### config.mk
export PLATFORM = sky130hd
export DESIGN_NAME = ntm_activation_gate
export DESIGN_NICKNAME = d
export VERILOG_FILES = /design/src/common/ntm_gate_pkg.sv /design/src/hdl/ntm_gate_regs.sv /design/src/activation_gate/ntm_gate_sequencer.sv /design/src/activation_gate/ntm_gate_mac.sv /design/src/activation_gate/ntm_gate_tanh.sv /design/src/hdl/ntm_activation_gate.sv
export VERILOG_INCLUDE_DIRS = /design/src /design/src/common
export SDC_FILE = /design/constraint.sdc
export NUM_CORES = 1
export LEC_CHECK = 0
export BUFFER_PORTS_ARGS = -buffer_cell sky130_fd_sc_hd__buf_2
export CORE_MARGIN = 10
export CORE_UTILIZATION = 62
export DETAILED_ROUTE_END_ITERATION = 7
export MAX_ROUTING_LAYER = met4
export PLACE_DENSITY = 0.83
export SYNTH_ARGS = -nofsm -noshare
export SYNTH_HDL_FRONTEND = slang
export SYNTH_SLANG_ARGS = --single-unit
export TNS_END_PERCENT = 5
### constraint.sdc
create_clock -name CLK -period 7.76 [get_ports CLK]
set_clock_uncertainty 0.1 [all_clocks]
set_input_delay 0.388 -clock CLK [delete_from_list [all_inputs] [get_ports CLK]]
set_output_delay 0.388 -clock CLK [all_outputs]
set_load 0.02 [all_outputs]
### src/common/ntm_gate_defines.svh
// Activation gate widths, register offsets and tanh segment constants
`ifndef NTM_GATE_DEFINES_SVH
`define NTM_GATE_DEFINES_SVH

////////////////////
// Widths

`define NTM_DATA_WIDTH 16    // Q4.12 weight or activation
`define NTM_ACC_WIDTH  40    // Q16.24 accumulator
`define NTM_SIZE_WIDTH 8     // Each count register

////////////////////
// Register map

`define NTM_REG_CTRL   32'h00
`define NTM_REG_STATUS 32'h04
`define NTM_REG_SIZE_X 32'h08
`define NTM_REG_SIZE_K 32'h0C
`define NTM_REG_SIZE_L 32'h10

////////////////////
// Tanh segments in Q4.12

`define NTM_TANH_KNEE_LO 2048  // 0.5
`define NTM_TANH_KNEE_HI 6144  // 1.5
`define NTM_TANH_ONE     4096  // 1.0

`endif

### src/common/ntm_gate_pkg.sv
// Shared types of the activation gate: beat word, pipeline records and AXI4-Lite bundles
`default_nettype none

`include "ntm_gate_defines.svh"

package ntm_gate_pkg;

  // W/x, K/r or U/h pair in one beat
  typedef struct packed {
    logic signed [`NTM_DATA_WIDTH-1:0] weight;  // Upper half
    logic signed [`NTM_DATA_WIDTH-1:0] act;     // Lower half
  } operand_pair_t;

  // One stream word, read by row position
  typedef union packed {
    operand_pair_t      pair;
    logic signed [31:0] bias;  // Q8.24
  } beat_word_u;

  // Sequencer to mac
  typedef struct packed {
    logic       valid;
    logic       is_bias;  // Last beat of the row
    beat_word_u word;
  } mac_beat_t;

  // Mac to tanh
  typedef struct packed {
    logic                             valid;
    logic signed [`NTM_ACC_WIDTH-1:0] sum;
  } row_sum_t;

  // Operand counts per row
  typedef struct packed {
    logic [`NTM_SIZE_WIDTH-1:0] size_x;
    logic [`NTM_SIZE_WIDTH-1:0] size_k;
    logic [`NTM_SIZE_WIDTH-1:0] size_l;
  } size_cfg_t;

  // AXI4-Lite master side
  typedef struct packed {
    logic [31:0] awaddr;
    logic        awvalid;
    logic [31:0] wdata;
    logic [3:0]  wstrb;
    logic        wvalid;
    logic        bready;
    logic [31:0] araddr;
    logic        arvalid;
    logic        rready;
  } axil_req_t;

  // AXI4-Lite slave side
  typedef struct packed {
    logic        awready;
    logic        wready;
    logic [1:0]  bresp;
    logic        bvalid;
    logic        arready;
    logic [31:0] rdata;
    logic [1:0]  rresp;
    logic        rvalid;
  } axil_rsp_t;

endpackage

`default_nettype wire

### src/hdl/ntm_gate_regs.sv
// AXI4-Lite register block holding the gate sizes with start, busy and done
`timescale 1ns/1ps
`default_nettype none

`include "ntm_gate_defines.svh"

module ntm_gate_regs (
  input  wire logic                    CLK,
  input  wire logic                    RST,
  input  wire ntm_gate_pkg::axil_req_t axil_req,
  output ntm_gate_pkg::axil_rsp_t      axil_rsp,
  output ntm_gate_pkg::size_cfg_t      cfg,
  output logic                         start,
  input  wire logic                    busy,
  input  wire logic                    run_done
);

  localparam int SW = `NTM_SIZE_WIDTH;

  logic        wr_ready_q;  // Shared awready/wready
  logic        bvalid_q;
  logic        arready_q;
  logic        rvalid_q;
  logic [31:0] rdata_q;
  logic [31:0] rd_mux;
  logic        done_q;
  logic        start_q;
  logic        wr_fire;
  logic        wr_en;
  logic        ar_fire;

  logic [SW-1:0] size_x_q;
  logic [SW-1:0] size_k_q;
  logic [SW-1:0] size_l_q;

  ////////////////////
  // Handshakes

  assign wr_fire = wr_ready_q && axil_req.awvalid && axil_req.wvalid;
  assign wr_en   = wr_fire && axil_req.wstrb[0];  // All fields in byte 0
  assign ar_fire = arready_q && axil_req.arvalid;

  assign axil_rsp = '{
    awready: wr_ready_q,
    wready:  wr_ready_q,
    bresp:   2'b00,  // OKAY
    bvalid:  bvalid_q,
    arready: arready_q,
    rdata:   rdata_q,
    rresp:   2'b00,  // OKAY
    rvalid:  rvalid_q
  };

  assign cfg   = '{size_x: size_x_q, size_k: size_k_q, size_l: size_l_q};
  assign start = start_q;

  ////////////////////
  // Write side

  always_ff @(posedge CLK or posedge RST) begin
    if (RST) begin
      wr_ready_q <= 1'b0;
      bvalid_q   <= 1'b0;
      start_q    <= 1'b0;
      size_x_q   <= '0;
      size_k_q   <= '0;
      size_l_q   <= '0;
    end else begin
      // Accept AW and W only as a pair for one cycle
      wr_ready_q <= axil_req.awvalid && axil_req.wvalid && !wr_ready_q && !bvalid_q;

      if (wr_fire) begin
        bvalid_q <= 1'b1;
      end else if (axil_req.bready) begin
        bvalid_q <= 1'b0;  // Response taken
      end

      // Start pulse the cycle after the handshake
      start_q <= wr_en && (axil_req.awaddr == `NTM_REG_CTRL) &&
                 axil_req.wdata[0] && !busy && !start_q;

      if (wr_en && !busy) begin  // Sizes frozen during a run
        case (axil_req.awaddr)
          `NTM_REG_SIZE_X: size_x_q <= axil_req.wdata[SW-1:0];
          `NTM_REG_SIZE_K: size_k_q <= axil_req.wdata[SW-1:0];
          `NTM_REG_SIZE_L: size_l_q <= axil_req.wdata[SW-1:0];
          default: ;
        endcase
      end
    end
  end

  // Sticky done
  always_ff @(posedge CLK or posedge RST) begin
    if (RST) begin
      done_q <= 1'b0;
    end else if (run_done) begin
      done_q <= 1'b1;  // Wins over start for an empty run
    end else if (start_q) begin
      done_q <= 1'b0;
    end
  end

  ////////////////////
  // Read side

  always_comb begin
    case (axil_req.araddr)
      `NTM_REG_STATUS: rd_mux = {30'b0, done_q, busy};
      `NTM_REG_SIZE_X: rd_mux = 32'(size_x_q);
      `NTM_REG_SIZE_K: rd_mux = 32'(size_k_q);
      `NTM_REG_SIZE_L: rd_mux = 32'(size_l_q);
      default:         rd_mux = '0;  // CTRL reads back zero
    endcase
  end

  always_ff @(posedge CLK or posedge RST) begin
    if (RST) begin
      arready_q <= 1'b0;
      rvalid_q  <= 1'b0;
    end else begin
      arready_q <= axil_req.arvalid && !arready_q && !rvalid_q;
      if (ar_fire) begin
        rvalid_q <= 1'b1;
      end else if (axil_req.rready) begin
        rvalid_q <= 1'b0;
      end
    end
  end

  always_ff @(posedge CLK) begin
    if (ar_fire) begin
      rdata_q <= rd_mux;  // Captured at address handshake
    end
  end

  // Write response held until the master takes it
  a_bvalid_hold: assert property (@(posedge CLK) disable iff (RST)
    bvalid_q && !axil_req.bready |=> bvalid_q);

endmodule

`default_nettype wire

### src/activation_gate/ntm_gate_sequencer.sv
// Beat sequencer counting pairs and rows, marking the bias beat and pacing it against the output
`timescale 1ns/1ps
`default_nettype none

`include "ntm_gate_defines.svh"

module ntm_gate_sequencer (
  input  wire logic                     CLK,
  input  wire logic                     RST,
  input  wire ntm_gate_pkg::size_cfg_t  cfg,
  input  wire logic                     start,
  output logic                          busy,
  output logic                          run_done,
  input  wire ntm_gate_pkg::beat_word_u in_word,
  input  wire logic                     in_valid,
  output logic                          in_ready,
  output ntm_gate_pkg::mac_beat_t       beat,
  input  wire logic                     result_taken
);

  localparam int SW    = `NTM_SIZE_WIDTH;
  localparam int CNT_W = SW + 2;  // Holds three counts summed

  logic                     busy_q;
  logic                     pending_q;  // Row result not yet taken
  logic [CNT_W-1:0]         beat_cnt_q;
  logic [SW-1:0]            row_cnt_q;  // Bias beats accepted
  logic [CNT_W-1:0]         pair_total;
  logic                     at_bias;
  logic                     rows_fed;
  logic                     fire;
  logic                     beat_valid_q;
  logic                     beat_bias_q;
  ntm_gate_pkg::beat_word_u beat_word_q;

  ////////////////////
  // Row position

  // Pairs per row before the bias
  assign pair_total = CNT_W'(cfg.size_x) + CNT_W'(cfg.size_k) + CNT_W'(cfg.size_l);
  assign at_bias    = (beat_cnt_q == pair_total);
  assign rows_fed   = (row_cnt_q == cfg.size_l);  // Every bias in

  // Bias waits while the previous result sits at the output
  assign in_ready = busy_q && !rows_fed && !(at_bias && pending_q);
  assign fire     = in_valid && in_ready;

  // Empty run ends at once or else on the last result taken
  assign run_done = (start && (cfg.size_l == '0)) ||
                    (busy_q && result_taken && rows_fed);

  assign busy = busy_q;

  always_ff @(posedge CLK or posedge RST) begin
    if (RST) begin
      busy_q     <= 1'b0;
      pending_q  <= 1'b0;
      beat_cnt_q <= '0;
      row_cnt_q  <= '0;
    end else if (start) begin
      busy_q     <= (cfg.size_l != '0);
      pending_q  <= 1'b0;
      beat_cnt_q <= '0;
      row_cnt_q  <= '0;
    end else begin
      if (run_done) begin
        busy_q <= 1'b0;
      end

      if (fire) begin
        if (at_bias) begin
          beat_cnt_q <= '0;  // Next row
          row_cnt_q  <= row_cnt_q + 1'b1;
        end else begin
          beat_cnt_q <= beat_cnt_q + 1'b1;
        end
      end

      if (fire && at_bias) begin
        pending_q <= 1'b1;
      end else if (result_taken) begin
        pending_q <= 1'b0;
      end
    end
  end

  ////////////////////
  // Beat forwarding

  always_ff @(posedge CLK or posedge RST) begin
    if (RST) begin
      beat_valid_q <= 1'b0;
      beat_bias_q  <= 1'b0;
    end else begin
      beat_valid_q <= fire;
      beat_bias_q  <= at_bias;  // Decides pair or bias reading
    end
  end

  always_ff @(posedge CLK) begin
    if (fire) begin
      beat_word_q <= in_word;
    end
  end

  assign beat = '{valid: beat_valid_q, is_bias: beat_bias_q, word: beat_word_q};

  // Stream open only inside a run and within the row and run counts
  a_ready_in_run: assert property (@(posedge CLK) disable iff (RST)
    in_ready |-> busy_q && (row_cnt_q < cfg.size_l) && (beat_cnt_q <= pair_total));

endmodule

`default_nettype wire

### src/activation_gate/ntm_gate_mac.sv
// Two-stage multiply-accumulate forming one row sum per bias beat
`timescale 1ns/1ps
`default_nettype none

`include "ntm_gate_defines.svh"

module ntm_gate_mac (
  input  wire logic                    CLK,
  input  wire logic                    RST,
  input  wire ntm_gate_pkg::mac_beat_t beat,
  output ntm_gate_pkg::row_sum_t       sum
);

  localparam int ACC_W = `NTM_ACC_WIDTH;

  logic                    s1_valid_q;
  logic                    s1_bias_q;
  logic signed [31:0]      s1_val_q;  // Q8.24 product or bias
  logic signed [31:0]      product;
  logic signed [ACC_W-1:0] s1_ext;
  logic signed [ACC_W-1:0] acc_q;
  logic signed [ACC_W-1:0] acc_next;

  ////////////////////
  // Stage 1

  // Q4.12 x Q4.12 gives Q8.24
  assign product = $signed(beat.word.pair.weight) * $signed(beat.word.pair.act);

  always_ff @(posedge CLK or posedge RST) begin
    if (RST) begin
      s1_valid_q <= 1'b0;
      s1_bias_q  <= 1'b0;
    end else begin
      s1_valid_q <= beat.valid;
      s1_bias_q  <= beat.is_bias;
    end
  end

  always_ff @(posedge CLK) begin
    if (beat.valid) begin
      // Same word read as bias at row end
      s1_val_q <= beat.is_bias ? beat.word.bias : product;
    end
  end

  ////////////////////
  // Stage 2

  assign s1_ext   = {{(ACC_W-32){s1_val_q[31]}}, s1_val_q};  // Sign extend
  assign acc_next = acc_q + s1_ext;

  always_ff @(posedge CLK or posedge RST) begin
    if (RST) begin
      acc_q <= '0;
    end else if (s1_valid_q) begin
      if (s1_bias_q) begin
        acc_q <= '0;  // Fresh row
      end else begin
        acc_q <= acc_next;
      end
    end
  end

  // Completed row straight off the adder, registered by tanh
  assign sum = '{valid: s1_valid_q && s1_bias_q, sum: acc_next};

endmodule

`default_nettype wire

### src/activation_gate/ntm_gate_tanh.sv
// Piecewise-linear tanh on the row sum with an output register held under back-pressure
`timescale 1ns/1ps
`default_nettype none

`include "ntm_gate_defines.svh"

module ntm_gate_tanh (
  input  wire logic                   CLK,
  input  wire logic                   RST,
  input  wire ntm_gate_pkg::row_sum_t sum,
  output logic [`NTM_DATA_WIDTH-1:0]  out_data,
  output logic                        out_valid,
  input  wire logic                   out_ready,
  output logic                        result_taken
);

  localparam int ACC_W = `NTM_ACC_WIDTH;
  localparam int DW    = `NTM_DATA_WIDTH;
  localparam int SH_W  = ACC_W - 12;  // Width after the shift

  localparam logic signed [SH_W-1:0] Y_MAX = (1 <<< (DW-1)) - 1;
  localparam logic signed [SH_W-1:0] Y_MIN = -(1 <<< (DW-1));
  localparam logic [DW:0] KNEE_LO = `NTM_TANH_KNEE_LO;
  localparam logic [DW:0] KNEE_HI = `NTM_TANH_KNEE_HI;
  localparam logic [DW:0] ONE     = `NTM_TANH_ONE;

  logic signed [SH_W-1:0] shifted;
  logic signed [DW-1:0]   y;
  logic [DW:0]            mag;  // One extra bit for -32768
  logic [DW:0]            seg;
  logic signed [DW-1:0]   res;

  ////////////////////
  // Saturate and segment

  always_comb begin
    shifted = sum.sum[ACC_W-1:12];  // Arithmetic shift by 12, Q8.24 to Q4.12

    if (shifted > Y_MAX) begin
      y = {1'b0, {(DW-1){1'b1}}};
    end else if (shifted < Y_MIN) begin
      y = {1'b1, {(DW-1){1'b0}}};
    end else begin
      y = shifted[DW-1:0];
    end

    mag = y[DW-1] ? -{y[DW-1], y} : {1'b0, y};

    if (mag < KNEE_LO) begin
      seg = mag;  // Linear near zero
    end else if (mag < KNEE_HI) begin
      seg = KNEE_LO + ((mag - KNEE_LO) >> 1);  // Half slope
    end else begin
      seg = ONE;  // Flat tail
    end

    res = y[DW-1] ? -seg[DW-1:0] : seg[DW-1:0];  // Odd function
  end

  ////////////////////
  // Output hold

  assign result_taken = out_valid && out_ready;

  always_ff @(posedge CLK or posedge RST) begin
    if (RST) begin
      out_valid <= 1'b0;
    end else if (sum.valid) begin
      out_valid <= 1'b1;
    end else if (out_ready) begin
      out_valid <= 1'b0;
    end
  end

  // New sum only arrives once the sequencer sees the old one taken
  always_ff @(posedge CLK) begin
    if (sum.valid) begin
      out_data <= res;
    end
  end

  a_out_stable: assert property (@(posedge CLK) disable iff (RST)
    out_valid && !out_ready |=> out_valid && $stable(out_data));

endmodule

`default_nettype wire

### src/hdl/ntm_activation_gate.sv
// Activation gate top: register block feeding the sequencer, mac and tanh pipeline
`timescale 1ns/1ps
`default_nettype none

`include "ntm_gate_defines.svh"

module ntm_activation_gate (
  input  wire logic                     CLK,
  input  wire logic                     RST,
  input  wire ntm_gate_pkg::axil_req_t  axil_req,
  output ntm_gate_pkg::axil_rsp_t       axil_rsp,
  input  wire ntm_gate_pkg::beat_word_u in_word,
  input  wire logic                     in_valid,
  output logic                          in_ready,
  output logic [`NTM_DATA_WIDTH-1:0]    out_data,
  output logic                          out_valid,
  input  wire logic                     out_ready
);

  ntm_gate_pkg::size_cfg_t cfg;
  logic                    start;
  logic                    busy;
  logic                    run_done;
  logic                    result_taken;  // Tanh back to sequencer
  ntm_gate_pkg::mac_beat_t beat;
  ntm_gate_pkg::row_sum_t  sum;

  ////////////////////
  // Configuration

  ntm_gate_regs i_regs (
    .CLK      (CLK),
    .RST      (RST),
    .axil_req (axil_req),
    .axil_rsp (axil_rsp),
    .cfg      (cfg),
    .start    (start),
    .busy     (busy),
    .run_done (run_done)
  );

  ////////////////////
  // Gate pipeline

  ntm_gate_sequencer i_sequencer (
    .CLK          (CLK),
    .RST          (RST),
    .cfg          (cfg),
    .start        (start),
    .busy         (busy),
    .run_done     (run_done),
    .in_word      (in_word),
    .in_valid     (in_valid),
    .in_ready     (in_ready),
    .beat         (beat),
    .result_taken (result_taken)
  );

  ntm_gate_mac i_mac (
    .CLK  (CLK),
    .RST  (RST),
    .beat (beat),
    .sum  (sum)
  );

  ntm_gate_tanh i_tanh (
    .CLK          (CLK),
    .RST          (RST),
    .sum          (sum),
    .out_data     (out_data),
    .out_valid    (out_valid),
    .out_ready    (out_ready),
    .result_taken (result_taken)
  );

endmodule

`default_nettype wire

==> flow_summary.toml <==
[global_route]
grt_util_met1 = 0.334
globalRouteMet2Util = 0.467
globalRouteMet3Util = 0.0378
grt-ovfl-total = 0
first_global_vias = 18641
antenna_found_initial = 0
grt_max_degree = 61
busiest_layer = "met2"
grt_use_total = 0.275
grt_pass1_wl_um = 95700

[placement]
dp_slack_ns = 0.384
dp.final_hpwl_um = 44800
portBuffers = 144
gp_congestion = 0.940

[power]
leakagePower_nw = 11.6
power_density_nw_per_um2 = 83.5
vdd_drop_max_v = 0.000185

[setup_path]
cp.required_ns = 7.83
worstSetupPathType = "flop to flop"
worstPathArrival_ns = 7.42
reg2reg_slack_ns = 0.40
start_kind = "flop"
path_max_fanout = 10
crit_path_end_kind = "flop"

[layout]
nFillCells = 2560
finish.utilization = 0.694
multi_input_comb_area_um2 = 15100
seqCellArea_um2 = 5020
diodes = 0
fin_nets = 3048
drive_gt1_frac = 0.127
areaGrowthSynthToFinish_pct = 10.1

[yosys]
yosys_warnings = 0
synth.distinct_cells = 95
ys_seq_area_frac = 0.229
synth_flop_cell = "dfrtp_1"
synth_edf_count = 88
synthArstFlopShare = 0.519
syn_avg_cell_area_um2 = 9.38
synth_cells = 2332
syn-cell-area_um2 = 21900
ys_seq_elements = 183

[sta]
hold_violations = 0
tightest_slew_ns = 0.988
timing.final.crit_share = 0.948
worst_slack_ns = 0.402
tns_ns = 0
setup_viol = 0
hold_ws_ns = 0.00795
finalCriticalPeriod_ns = 7.36
drv_slew = 0
grt_setup_unrepaired = "false"
fmax_mhz = 136
slew_headroom = 0.341

[clock_tree]
worstSkewPairLatency_ns = 0.46
htree_levels = 4
cts_root_buffer = "clkbuf_16"
cts.path.max_buffers = 2
path_clk_slew_ns = 0.08
cts_num_sinks = 183
cts_tree = "yes"
cts_buffers = 17

[die]
chipWidth_um = 208
io_pins = 200
die_y_um = 208
die_area_um2 = 43200
core_area_um2 = 34700
start_util = 0.630
rows = 68

[outcome]
status = "complete, no violations"

[detailed_routing]
dr.pass1.iters = 5
via_per_inst = 5.93
drt_iter0_markers = 1346
drc = 0
routed_wl_um = 57500
avgRoutedWirePerCell_um = 19.4
drtAntennaViolNets = 0
vias = 17586

[hold_path]
min_path_type = "input port to flop"

[job]
maxCapViolCount = 0
## worst paths after layout
kind                                                      start                           endpoint  cells after the start
max in group asynchronous                                   RST  i_sequencer.beat_bias_q$_DFF_PP0_                      4
min reg2reg                          i_regs.arready_q$_DFF_PP0_         i_regs.arready_q$_DFF_PP0_                      1
max                        i_sequencer.beat_word_q[5]$_DFFE_PP_       i_mac.s1_val_q[30]$_DFFE_PP_                     22
min in group asynchronous                                   RST       i_tanh.out_valid$_DFFE_PP0P_                      3
max reg2reg                i_sequencer.beat_word_q[5]$_DFFE_PP_       i_mac.s1_val_q[30]$_DFFE_PP_                     22
min                                                axil_req[75]             i_regs.start$_DFF_PP0_                      2
## area by class of cell
type,count,area share
Tap cell,455,0.0236
Multi-Input combinational cell,1709,0.626
Clock buffer,21,0.0209
Sequential cell,183,0.208
Inverter,350,0.0547
Timing Repair Buffer,237,0.0613
Clock inverter,11,0.00473
## stage by stage
step / total power [mW] / cell area, um2 / std cells
floorplan: 1.08 / 22000 / 2359
global placement: 1.11 / 23200 / 2906
detailed placement: 1.11 / 23200 / 2906
CTS: 2.01 / 24000 / 2961
global route: 2.07 / 24100 / 2966
finish: 2.01 / 24100 / 2966
## cell families (layout without fill, tap and decap cells)
| logic type | Yosys count | count (layout) | synth area share |
|---|---|---|---|
| other cells | 1 | 28 | 0.000171 |
| mux | 41 | 41 | 0.0206 |
| simple gates | 710 | 710 | 0.164 |
| buf+inv | 467 | 619 | 0.0860 |
| compound gates | 401 | 401 | 0.126 |
| xor+xnor | 120 | 120 | 0.0493 |
| flops | 183 | 183 | 0.229 |
| fa+ha+maj | 409 | 409 | 0.325 |
## repair_timing
item,CTS,global route
resized for setup,0,1
hold buffers,23,0
buffers inserted,0,5
hold endpoints to repair,57,0
setup endpoints to repair,0,1
## per-layer routing
layer	vias up	part of all wire
li1	8065	-
met3	129	0.071
met2	744	0.51
met1	8648	0.39
met4	0	0.027
met5	-	0
## power by group
group          switching, mW  internal [mW]  total [mW]
registers            0.00198           1.02        1.02
clock network          0.429          0.482       0.911
logic                 0.0476         0.0340      0.0815
total                  0.478           1.53        2.01
## sequential cells by signal, indices dropped and copies added, names as in the netlist, 8 cells and up
signal / count
i_regs.rdata_q: 8
i_regs.size_l_q: 8
i_regs.size_k_q: 8
i_mac.s1_val_q: 32
i_regs.size_x_q: 8
i_sequencer.beat_cnt_q: 10
i_mac.acc_q: 40
i_sequencer.row_cnt_q: 8
i_sequencer.beat_word_q: 32
i_tanh.out_data: 16
## worst max-delay path, stage by stage (launching register included)
cell	delay, ns
edfxtp_1	0.61
buf_4	0.27
nand2_1	0.09
fa_1	0.50
inv_1	0.05
fa_1	0.55
fa_1	0.44
fa_1	0.52
inv_1	0.06
fa_1	0.54
inv_1	0.06
fa_1	0.46
ha_1	0.27
or3_1	0.42
o211ai_1	0.28
a31oi_1	0.17
a41oi_1	0.29
nor4b_2	0.32
o31ai_1	0.18
or4_1	0.43
a31oi_1	0.22
xor2_1	0.15
o21ai_0	0.08
## cell usage in the layout (no fill, tap or decap), types with 86 or more instances in the layout
master,synthesis,routed
a21oi_1,86,86
ha_1,144,144
fa_1,265,265
o21ai_0,87,87
inv_1,350,349
and2_1,111,111
dfrtp_1,95,94
nand2_1,253,253
nor2_1,96,96
edfxtp_1,88,88
buf_2,4,144
## synth_stat cells (46+ instances only)
cell type | count | area (um2)
clkbuf_1 | 76 | 285
o22ai_1 | 46 | 288
a21oi_1 | 86 | 430
xnor2_1 | 66 | 578
xor2_1 | 52 | 455
inv_1 | 350 | 1310
and2_1 | 111 | 694
edfxtp_1 | 88 | 2640
ha_1 | 144 | 1800
nor2_1 | 96 | 360
o21ai_0 | 87 | 435
nand2_1 | 253 | 950
dfrtp_1 | 95 | 2380
fa_1 | 265 | 5310
No activity file was read; power rests on OpenSTA's default activity.
